**src/verilog/vsmem_pkg.sv**
```systemverilog
// Shared sizes, encodings and payload types for the fetch/data memory subsystem

package vsmem_pkg;

    ////////////////////////////////////////
    // Sizes
    ////////////////////////////////////////

    // Memory depth in 64-bit blocks
    localparam int MEM_BLOCKS = 32;
    // Cycles from req first seen to ack
    localparam int MEM_LATENCY = 3;
    // Byte address width
    localparam int ADDR_W = 8;
    // Block index is the address without its 3 byte-offset bits
    localparam int BLOCK_IDX_W = 5;

    typedef logic [ADDR_W-1:0] addr_t;

    ////////////////////////////////////////
    // Encodings
    ////////////////////////////////////////

    typedef enum logic [1:0] {
        BYTE   = 2'd0,
        HALF   = 2'd1,
        WORD   = 2'd2,
        DOUBLE = 2'd3
    } mem_size_e;

    typedef enum logic {
        LOAD  = 1'b0,
        STORE = 1'b1
    } mem_cmd_e;

    // One memory block, seen as a double word or as two instructions
    // Word 0 sits at byte offset 0
    typedef union packed {
        logic [63:0]       double;
        logic [1:0][31:0]  words;
    } mem_block_u;

    ////////////////////////////////////////
    // Port payloads
    ////////////////////////////////////////

    // Load/store command from outside, store data right-aligned
    typedef struct packed {
        mem_cmd_e    cmd;
        mem_size_e   size;
        addr_t       addr;
        logic [63:0] data;
    } dmem_cmd_t;

    // Block-wide request toward memory
    typedef struct packed {
        logic                   write;
        logic [BLOCK_IDX_W-1:0] block_idx;
        mem_block_u             wdata;
        logic [7:0]             byte_en;
    } mem_req_t;

    // Instruction handed to decode
    typedef struct packed {
        logic        valid;
        addr_t       pc;
        logic [31:0] inst;
    } fetch_packet_t;

    // Taken-branch redirect
    typedef struct packed {
        logic  valid;
        addr_t target;
    } redirect_t;

endpackage

```
**src/verilog/fetch_unit.sv**
```systemverilog
// Instruction fetch with a one-block buffer, redirect handling and a valid/ready output register
`timescale 1ns/100ps

module fetch_unit (
    input  logic                     clock,
    input  logic                     reset,
    input  vsmem_pkg::redirect_t     redirect,
    output vsmem_pkg::fetch_packet_t fetch_out,
    input  logic                     fetch_ready,
    output logic                     fetch_req,
    output vsmem_pkg::mem_req_t      fetch_req_pl,
    input  logic                     fetch_ack,
    input  vsmem_pkg::mem_block_u    rdata
);

    // Program counter of the instruction to present next
    vsmem_pkg::addr_t pc;

    // Buffered block and its index
    vsmem_pkg::mem_block_u                  buf_block;
    logic [vsmem_pkg::BLOCK_IDX_W-1:0]      buf_idx;
    logic                                   buf_valid;
    logic                                   buf_hit;

    // Block index held stable for the running read
    logic [vsmem_pkg::BLOCK_IDX_W-1:0]      req_idx;
    // Set when a redirect overtakes a read in flight
    logic                                   drop;

    // Output register
    logic                                   out_valid;
    vsmem_pkg::addr_t                       out_pc;
    logic [31:0]                            out_inst;

    assign buf_hit = buf_valid && (buf_idx == pc[vsmem_pkg::ADDR_W-1:3]);

    assign fetch_out.valid = out_valid;
    assign fetch_out.pc    = out_pc;
    assign fetch_out.inst  = out_inst;

    // Read-only request for one block
    always_comb begin
        fetch_req_pl           = '0;
        fetch_req_pl.block_idx = req_idx;
    end

    ////////////////////////////////////////
    // Control
    ////////////////////////////////////////

    always_ff @(posedge clock) begin
        if (reset) begin
            pc        <= '0;
            out_valid <= 1'b0;
            fetch_req <= 1'b0;
            buf_valid <= 1'b0;
            drop      <= 1'b0;
        end else begin
            // Read closes, keep the block unless it went stale
            if (fetch_req && fetch_ack) begin
                fetch_req <= 1'b0;
                drop      <= 1'b0;
                if (!drop && !redirect.valid) begin
                    buf_valid <= 1'b1;
                end
            end
            if (redirect.valid) begin
                // Flush output and buffer, refetch at target
                pc        <= redirect.target;
                out_valid <= 1'b0;
                buf_valid <= 1'b0;
                if (fetch_req && !fetch_ack) begin
                    drop <= 1'b1;
                end
            end else if (out_valid) begin
                // Hold under back-pressure
                if (fetch_ready) begin
                    out_valid <= 1'b0;
                    pc        <= pc + vsmem_pkg::addr_t'(4);
                end
            end else if (buf_hit) begin
                out_valid <= 1'b1;
            end else if (!fetch_req && !fetch_ack) begin
                // Miss, previous handshake fully closed
                fetch_req <= 1'b1;
            end
        end
    end

    ////////////////////////////////////////
    // Payload
    ////////////////////////////////////////

    always_ff @(posedge clock) begin
        if (!fetch_req) begin
            req_idx <= pc[vsmem_pkg::ADDR_W-1:3];
        end
        if (fetch_req && fetch_ack) begin
            buf_block <= rdata;
            buf_idx   <= req_idx;
        end
        // Word select by PC bit 2
        if (!out_valid && !redirect.valid && buf_hit) begin
            out_pc   <= pc;
            out_inst <= buf_block.words[pc[2]];
        end
    end

endmodule

```
**src/verilog/data_port.sv**
```systemverilog
// Load/store port, sized commands turned into block-wide requests with byte-lane steering
`timescale 1ns/100ps

module data_port (
    input  logic                  clock,
    input  logic                  reset,
    input  logic                  dreq,
    input  vsmem_pkg::dmem_cmd_t  dcmd,
    output logic                  dack,
    output logic [63:0]           drdata,
    output logic                  data_req,
    output vsmem_pkg::mem_req_t   data_req_pl,
    input  logic                  data_ack,
    input  vsmem_pkg::mem_block_u rdata
);

    typedef enum logic [1:0] {
        D_IDLE = 2'd0,
        D_REQ  = 2'd1,
        D_DONE = 2'd2
    } dstate_e;

    dstate_e              state;
    // Command held for the whole transaction
    vsmem_pkg::dmem_cmd_t cmd_q;

    vsmem_pkg::addr_t     aligned;
    logic [2:0]           byte_off;
    logic [5:0]           bit_shift;
    logic [7:0]           size_be;
    logic [63:0]          size_mask;
    logic [63:0]          load_data;

    ////////////////////////////////////////
    // Lane steering
    ////////////////////////////////////////

    // Address truncated to the natural alignment of the size
    always_comb begin
        case (cmd_q.size)
            vsmem_pkg::BYTE: begin
                aligned   = cmd_q.addr;
                size_be   = 8'h01;
                size_mask = 64'h0000_0000_0000_00ff;
            end
            vsmem_pkg::HALF: begin
                aligned   = cmd_q.addr & ~vsmem_pkg::addr_t'(1);
                size_be   = 8'h03;
                size_mask = 64'h0000_0000_0000_ffff;
            end
            vsmem_pkg::WORD: begin
                aligned   = cmd_q.addr & ~vsmem_pkg::addr_t'(3);
                size_be   = 8'h0f;
                size_mask = 64'h0000_0000_ffff_ffff;
            end
            default: begin
                aligned   = cmd_q.addr & ~vsmem_pkg::addr_t'(7);
                size_be   = 8'hff;
                size_mask = 64'hffff_ffff_ffff_ffff;
            end
        endcase
        byte_off  = aligned[2:0];
        bit_shift = {byte_off, 3'b000};
    end

    always_comb begin
        data_req_pl              = '0;
        data_req_pl.write        = (cmd_q.cmd == vsmem_pkg::STORE);
        data_req_pl.block_idx    = aligned[vsmem_pkg::ADDR_W-1:3];
        data_req_pl.wdata.double = (cmd_q.data & size_mask) << bit_shift;
        // Loads touch no lanes
        if (cmd_q.cmd == vsmem_pkg::STORE) begin
            data_req_pl.byte_en = size_be << byte_off;
        end
    end

    // Field down to bit 0, zero above the size
    assign load_data = (rdata.double >> bit_shift) & size_mask;

    ////////////////////////////////////////
    // Handshake FSM
    ////////////////////////////////////////

    always_ff @(posedge clock) begin
        if (reset) begin
            state    <= D_IDLE;
            data_req <= 1'b0;
            dack     <= 1'b0;
        end else begin
            case (state)
                D_IDLE: if (dreq) begin
                    data_req <= 1'b1;
                    state    <= D_REQ;
                end
                D_REQ: if (data_ack) begin
                    data_req <= 1'b0;
                    dack     <= 1'b1;
                    state    <= D_DONE;
                end
                // Both sides back to low before the next command
                D_DONE: if (!dreq && !data_ack) begin
                    dack  <= 1'b0;
                    state <= D_IDLE;
                end
                default: state <= D_IDLE;
            endcase
        end
    end

    always_ff @(posedge clock) begin
        if (state == D_IDLE && dreq) begin
            cmd_q <= dcmd;
        end
        if (state == D_REQ && data_ack) begin
            drdata <= load_data;
        end
    end

endmodule

```
**src/verilog/mem_arbiter.sv**
```systemverilog
// Two-client four-phase memory arbiter, data side first, grant held until the handshake closes
`timescale 1ns/100ps

module mem_arbiter (
    input  logic                clock,
    input  logic                reset,
    // Instruction fetch client
    input  logic                fetch_req,
    input  vsmem_pkg::mem_req_t fetch_req_pl,
    output logic                fetch_ack,
    // Load/store client
    input  logic                data_req,
    input  vsmem_pkg::mem_req_t data_req_pl,
    output logic                data_ack,
    // Memory side
    output logic                mem_req,
    output vsmem_pkg::mem_req_t mem_req_pl,
    input  logic                mem_ack
);

    // Grant held and its owner
    logic grant_valid;
    // High when the data client owns the grant
    logic grant_data;
    // Request of the current owner
    logic sel_req;

    ////////////////////////////////////////
    // Routing
    ////////////////////////////////////////

    assign sel_req = grant_data ? data_req : fetch_req;

    // Request reaches memory only under a grant
    assign mem_req = grant_valid && sel_req;

    // Owner's payload, stable for as long as its req is high
    assign mem_req_pl = grant_data ? data_req_pl : fetch_req_pl;

    // Ack back to the owner only
    assign data_ack  = grant_valid && grant_data && mem_ack;
    assign fetch_ack = grant_valid && !grant_data && mem_ack;

    ////////////////////////////////////////
    // Grant
    ////////////////////////////////////////

    always_ff @(posedge clock) begin
        if (reset) begin
            grant_valid <= 1'b0;
            grant_data  <= 1'b0;
        end else if (!grant_valid) begin
            // Data side wins a tie
            if (data_req) begin
                grant_valid <= 1'b1;
                grant_data  <= 1'b1;
            end else if (fetch_req) begin
                grant_valid <= 1'b1;
                grant_data  <= 1'b0;
            end
        end else if (!sel_req && !mem_ack) begin
            // Owner dropped req and memory dropped ack, so all four phases are done
            // An idle cycle follows before the next grant
            grant_valid <= 1'b0;
        end
    end

endmodule

```
**src/verilog/block_memory.sv**
```systemverilog
// Block-wide memory with byte enables and a fixed latency before acknowledge
`timescale 1ns/100ps

module block_memory (
    input  logic                  clock,
    input  logic                  reset,
    input  logic                  mem_req,
    input  vsmem_pkg::mem_req_t   mem_req_pl,
    output logic                  mem_ack,
    output vsmem_pkg::mem_block_u mem_rdata
);

    vsmem_pkg::mem_block_u mem_array [vsmem_pkg::MEM_BLOCKS];

    // Cycles seen with req high since the request started
    logic [$clog2(vsmem_pkg::MEM_LATENCY+1)-1:0] lat_cnt;
    // Last latency cycle, access happens here
    logic                                        lat_done;

    assign lat_done = (int'(lat_cnt) == vsmem_pkg::MEM_LATENCY - 1);

    ////////////////////////////////////////
    // Array and handshake
    ////////////////////////////////////////

    always_ff @(posedge clock) begin
        if (reset) begin
            mem_ack <= 1'b0;
            lat_cnt <= '0;
            // Contents start at zero
            for (int i = 0; i < vsmem_pkg::MEM_BLOCKS; i++) begin
                mem_array[i] <= '0;
            end
        end else if (mem_ack) begin
            // Ack falls once req is seen low
            if (!mem_req) begin
                mem_ack <= 1'b0;
            end
        end else if (mem_req) begin
            if (lat_done) begin
                mem_ack <= 1'b1;
                lat_cnt <= '0;
                if (mem_req_pl.write) begin
                    for (int b = 0; b < 8; b++) begin
                        if (mem_req_pl.byte_en[b]) begin
                            mem_array[mem_req_pl.block_idx].double[8*b +: 8] <=
                                mem_req_pl.wdata.double[8*b +: 8];
                        end
                    end
                end
            end else begin
                lat_cnt <= lat_cnt + 1'b1;
            end
        end
    end

    // Read data valid from ack rise onward
    always_ff @(posedge clock) begin
        if (mem_req && !mem_ack && lat_done && !mem_req_pl.write) begin
            mem_rdata <= mem_array[mem_req_pl.block_idx];
        end
    end

endmodule

```
**src/verilog/vsmem_top.sv**
```systemverilog
// Memory side of the front end, fetch and load/store sharing one block memory
`timescale 1ns/100ps

module vsmem_top (
    input  logic                     clock,
    input  logic                     reset,
    input  vsmem_pkg::redirect_t     redirect,
    output vsmem_pkg::fetch_packet_t fetch_out,
    input  logic                     fetch_ready,
    input  logic                     dreq,
    input  vsmem_pkg::dmem_cmd_t     dcmd,
    output logic                     dack,
    output logic [63:0]              drdata
);

    ////////////////////////////////////////
    // Client links
    ////////////////////////////////////////

    logic                  fetch_req;
    vsmem_pkg::mem_req_t   fetch_req_pl;
    logic                  fetch_ack;

    logic                  data_req;
    vsmem_pkg::mem_req_t   data_req_pl;
    logic                  data_ack;

    // Memory link, read data goes straight to both clients
    logic                  mem_req;
    vsmem_pkg::mem_req_t   mem_req_pl;
    logic                  mem_ack;
    vsmem_pkg::mem_block_u mem_rdata;

    fetch_unit fetch_unit_i (
        .clock        (clock),
        .reset        (reset),
        .redirect     (redirect),
        .fetch_out    (fetch_out),
        .fetch_ready  (fetch_ready),
        .fetch_req    (fetch_req),
        .fetch_req_pl (fetch_req_pl),
        .fetch_ack    (fetch_ack),
        .rdata        (mem_rdata)
    );

    data_port data_port_i (
        .clock       (clock),
        .reset       (reset),
        .dreq        (dreq),
        .dcmd        (dcmd),
        .dack        (dack),
        .drdata      (drdata),
        .data_req    (data_req),
        .data_req_pl (data_req_pl),
        .data_ack    (data_ack),
        .rdata       (mem_rdata)
    );

    // Data side has priority
    mem_arbiter mem_arbiter_i (
        .clock        (clock),
        .reset        (reset),
        .fetch_req    (fetch_req),
        .fetch_req_pl (fetch_req_pl),
        .fetch_ack    (fetch_ack),
        .data_req     (data_req),
        .data_req_pl  (data_req_pl),
        .data_ack     (data_ack),
        .mem_req      (mem_req),
        .mem_req_pl   (mem_req_pl),
        .mem_ack      (mem_ack)
    );

    block_memory block_memory_i (
        .clock      (clock),
        .reset      (reset),
        .mem_req    (mem_req),
        .mem_req_pl (mem_req_pl),
        .mem_ack    (mem_ack),
        .mem_rdata  (mem_rdata)
    );

endmodule

```
**config.mk**
```make
export PLATFORM = sky130hd
export DESIGN_NAME = vsmem_top
export DESIGN_NICKNAME = d
export VERILOG_FILES = /design/src/verilog/vsmem_pkg.sv /design/src/verilog/fetch_unit.sv /design/src/verilog/data_port.sv /design/src/verilog/mem_arbiter.sv /design/src/verilog/block_memory.sv /design/src/verilog/vsmem_top.sv
export SDC_FILE = /design/constraint.sdc
export NUM_CORES = 2
export LEC_CHECK = 0
export BUFFER_PORTS_ARGS = -buffer_cell sky130_fd_sc_hd__clkbuf_2
export CORE_AREA = 2 2 409 452
export CTS_CLUSTER_DIAMETER = 150
export CTS_CLUSTER_SIZE = 25
export DETAILED_ROUTE_END_ITERATION = 16
export DIE_AREA = 0 0 411 454
export PLACE_DENSITY_LB_ADDON = 0.12
export SLEW_MARGIN = 20
export SYNTH_ARGS = -nofsm -noshare
export SYNTH_HDL_FRONTEND = slang
export SYNTH_HIERARCHICAL = 1
export SYNTH_SLANG_ARGS = --single-unit
```
**constraint.sdc**
```tcl
create_clock -name clock -period 8 [get_ports clock]
set_input_delay 0.8 -clock clock [delete_from_list [all_inputs] [get_ports clock]]
set_output_delay 0.8 -clock clock [all_outputs]
set_load 0.02 [all_outputs]
```
==> flow_summary_export.csv <==
group,metric,value,unit
logic_synthesis,synth_cell_types,71,
run_status,outcome,"completed",
clock_network,cts_hold_buffers,0,
clock_network,root_buffer,"clkbuf_16",
worst_setup_path,cp_max_fo,130,
finish,syn_to_final_growth,4.543,%
finish,multiInputGateArea,34760,µm²
floorplan,die_w,411,µm
worst_setup_path,start_kind,"flip-flop",
route,route.vias.total,64680,
timing,max_clock_freq,207.3,MHz
floorplan,pin_count,194,
global_routing,grtUsageMet2,50.92,%
placement,place.gp.congestion,0.9392,
clock_network,cts_tree,"built",
worst_setup_path,setup.worst_path.end_class,"flip-flop",
clock_network,cts_sinks,2386,
global_routing,grt.met3_usage,8.257,%
global_routing,grt_max_degree,138,
logic_synthesis,synth_warnings,6,
route,drc,0,
clock_network,worst_skew_pair.late_latency,0.80,ns
global_routing,grt_pass1_vias,62300,
floorplan,initial_utilization,59.57,%
logic_synthesis,ys_ff_latch,2386,
placement,dpl.hpwl,200800,µm
clock_network,cts_max_path_buffers,3,
finish,final_layout_size_suffix_gt1_share,11.01,%
worst_setup_path,worstReg2RegStart,"mem_arbiter_i/grant_data",
logic_synthesis,synth_edf_count,2365,
logic_synthesis,synth_seq_area_share,65.71,%
timing,period_minus_slack,4.823,ns
clock_network,path_clk_slew,0.10,ns
logic_synthesis,syn_area,108700,µm²
floorplan,rows,165,
global_routing,grtUsageTotal,32.95,%
worst_setup_path,worst-path-buf-inv,2,
power,p_leak,41.49,nW
logic_synthesis,synth_flop_cell,"edfxtp_1",
finish,final_common_cell,"edfxtp_1",
clock_network,post_cts_buffers,0,
route,routed_wl,310800,µm
worst_setup_path,critPathRequiredTime,8.53,ns
worst_setup_path,ff2ff_path_depth,7,
timing,relSlewSlack,19.43,%
worst_setup_path,crit_type,"flip-flop to flip-flop",
finish,fillers,13680,
timing,setup_violations,0,
hold_path,hp-class,"input pin to flip-flop",
floorplan,core,182500,µm²
timing,clock_skew,0.04849,ns
logic_synthesis,synthTopCellsByArea,"edfxtp_1 (65%), and2_1 (12%), mux2i_1 (9.5%)",
finish,layout_common_cells,"edfxtp_1 (2365), and2_1 (2020), mux2i_1 (1031)",
worst_setup_path,arrival,5.36,ns
floorplan,die_area,186600,µm²
timing,finalCritPeriodShare,60.29,%
route,initialDrtViolationCount,8261,
timing,rsz0062_at_grt,"false",
worst_setup_path,slowest_delay,0.99,ns
timing,slew_viol_final,0,
worst_setup_path,r2r_slack,3.18,ns
global_routing,antenna_found_initial,24,
logic_synthesis,synth_top_area_share,65.33,%
timing,timing.final.hold_violations,0,
hold_path,hp-start,"dcmd[56]",
placement,placed_area,110900,µm²
hold_path,hold_depth,1,
power,peakVddDrop,0.0001880,V
hold_path,worstHoldEndpoint,"data_port_i/cmd_q[56]",
timing,fin_tns_setup,0,ns
logic_synthesis,async_flop_share,0,%
clock_network,numCtsBuffers,105,
finish,design_area,113700,µm²
worst_setup_path,critical-path-top-delay-family,"buffers and inverters",
worst_setup_path,r2r-end,"block_memory_i/mem_rdata[6]",
route,drt_first_pass_iters,9,
finish,seq_area,71440,µm²
logic_synthesis,synth_top_area_cell,"edfxtp_1",
clock_network,h-tree-depth,3,
route,ant_nets,0,
route,wire_per_inst,30.52,µm
global_routing,use_met1,44.94,%
logic_synthesis,avgSynthCellArea,13.74,µm²
timing,worstMarginPinSlew,1.204,ns
logic_synthesis,synth_cells,7911,
clock_network,ctsResizeCount,0,
power,power_density,202.7,nW/µm²
worst_setup_path,crit_chain,"mux2_8 -> buf_12 -> buf_4 -> mux2i_1 -> o22ai_1 -> nor4_1 -> nand2_1",
finish,fin_nets,7820,
global_routing,grt_pass1_wl,439300,µm
worst_setup_path,critical_path.slowest_cell,"buf_4",
route,detail_route.vias_per_cell,6.350,
global_routing,busiest_layer,"met2",
placement,port_buffers,193,
flow_run,cap_violations,0,
floorplan,die_y,454,µm
global_routing,globalRouteOverflowTotal,0,
## synthesized netlist by cell type (8+ instances only)
| cell type | n |
|---|---|
| clkbuf_1 | 331 |
| o21ai_0 | 26 |
| nand3_1 | 22 |
| and3_1 | 30 |
| nor2_1 | 318 |
| a22o_1 | 12 |
| nor2b_1 | 16 |
| o21ai_1 | 10 |
| mux2i_1 | 1031 |
| o22ai_1 | 513 |
| a22oi_1 | 17 |
| edfxtp_1 | 2365 |
| dfxtp_1 | 21 |
| buf_4 | 91 |
| buf_2 | 162 |
| nand2_1 | 164 |
| and2_2 | 40 |
| or2_2 | 256 |
| inv_1 | 11 |
| a2bb2oi_1 | 9 |
| a31oi_1 | 13 |
| a21boi_1 | 13 |
| mux2_2 | 123 |
| nor4_1 | 130 |
| a21oi_1 | 17 |
| buf_1 | 30 |
| o21a_1 | 8 |
| buf_6 | 10 |
| and2_1 | 2021 |
## through the flow
stage | hold WS (ns) | setup WS (ns) | std cells | util (%) | total power, mW
after floorplan | 0.4076 | 1.122 | 7983 | - | 16.17
after global placement | 0.4165 | 3.437 | 10040 | 60.74 | 17.08
after detailed placement | 0.4202 | 3.424 | 10050 | 60.77 | 17.12
after CTS | 0.1453 | 3.409 | 10160 | 62.24 | 22.95
after global routing | 0.1688 | 3.152 | 10160 | 62.25 | 23.52
final | 0.1734 | 3.177 | 10190 | 62.28 | 23.04
## layout make-up
type	count	share of cell area, %
Tap cell	2421	2.665
Antenna cell	23	0.05064
Clock inverter	1	0.01431
Inverter	11	0.03743
Sequential cell	2386	62.86
Clock buffer	116	2.348
Timing Repair Buffer	265	1.436
Multi-Input combinational cell	4962	30.59
## routing by layer
layer,vias to the layer above,part of all wire (%)
met4,20,4.4
met5,-,0.040
met1,32520,39
met2,3445,45
met3,569,11
li1,28130,-
## worst register-to-register path, cell delays in order (launching register included)
cell and delay [ns]:
dfxtp_4 0.42, mux2_8 0.70, buf_12 0.71, buf_4 1.33
mux2i_1 0.42, o22ai_1 0.14, nor4_1 0.70, nand2_1 0.13
## where the power goes
| group | internal, mW | total [mW] | switching [mW] |
|---|---|---|---|
| sequential | 14.1 | 14.2 | 0.158 |
| combinational | 0.799 | 2.65 | 1.86 |
| clock | 2.38 | 6.14 | 3.76 |
| total | 17.3 | 23.0 | 5.77 |
## cells by family (layout without fill, tap and decap cells)
kind of cell | after synthesis | in the layout | synth area share (%)
compound gates | 673 | 673 | 3.996
xor+xnor | 7 | 7 | 0.05640
fa+ha+maj | 1 | 1 | 0.01151
buf+inv | 635 | 393 | 2.762
flops | 2386 | 2386 | 65.71
mux | 1161 | 1161 | 10.91
other cells | 1 | 96 | 0.003449
simple gates | 3047 | 3047 | 16.55
## registers in the layout (all words and copies together) (netlist names), 2 cells and up, named ones only
name	count
fetch_unit_i/out_inst	32
fetch_unit_i/buf_block	64
data_port_i/state	2
block_memory_i/mem_rdata	64
fetch_unit_i/buf_idx	5
block_memory_i/lat_cnt	2
fetch_unit_i/out_pc	8
fetch_unit_i/pc	8
block_memory_i/mem_array	2048
data_port_i/cmd_q	74
data_port_i/drdata	64
fetch_unit_i/req_idx	5
## worst max-delay path by stage
stage,end,from,cells after the start,slack (ns)
5_1_grt,block_memory_i/mem_rdata[6],mem_arbiter_i/grant_data,7,3.15
4_1_cts,block_memory_i/mem_rdata[6],mem_arbiter_i/grant_data,7,3.41
6_report,block_memory_i/mem_rdata[6],mem_arbiter_i/grant_data,7,3.18
2_1_floorplan,data_port_i/cmd_q[0],dreq,1,1.12
3_3_place_gp,block_memory_i/mem_rdata[47],mem_arbiter_i/grant_data,7,3.44
3_5_place_dp,block_memory_i/mem_rdata[47],mem_arbiter_i/grant_data,7,3.42
Power figures use the tool's default switching activity.
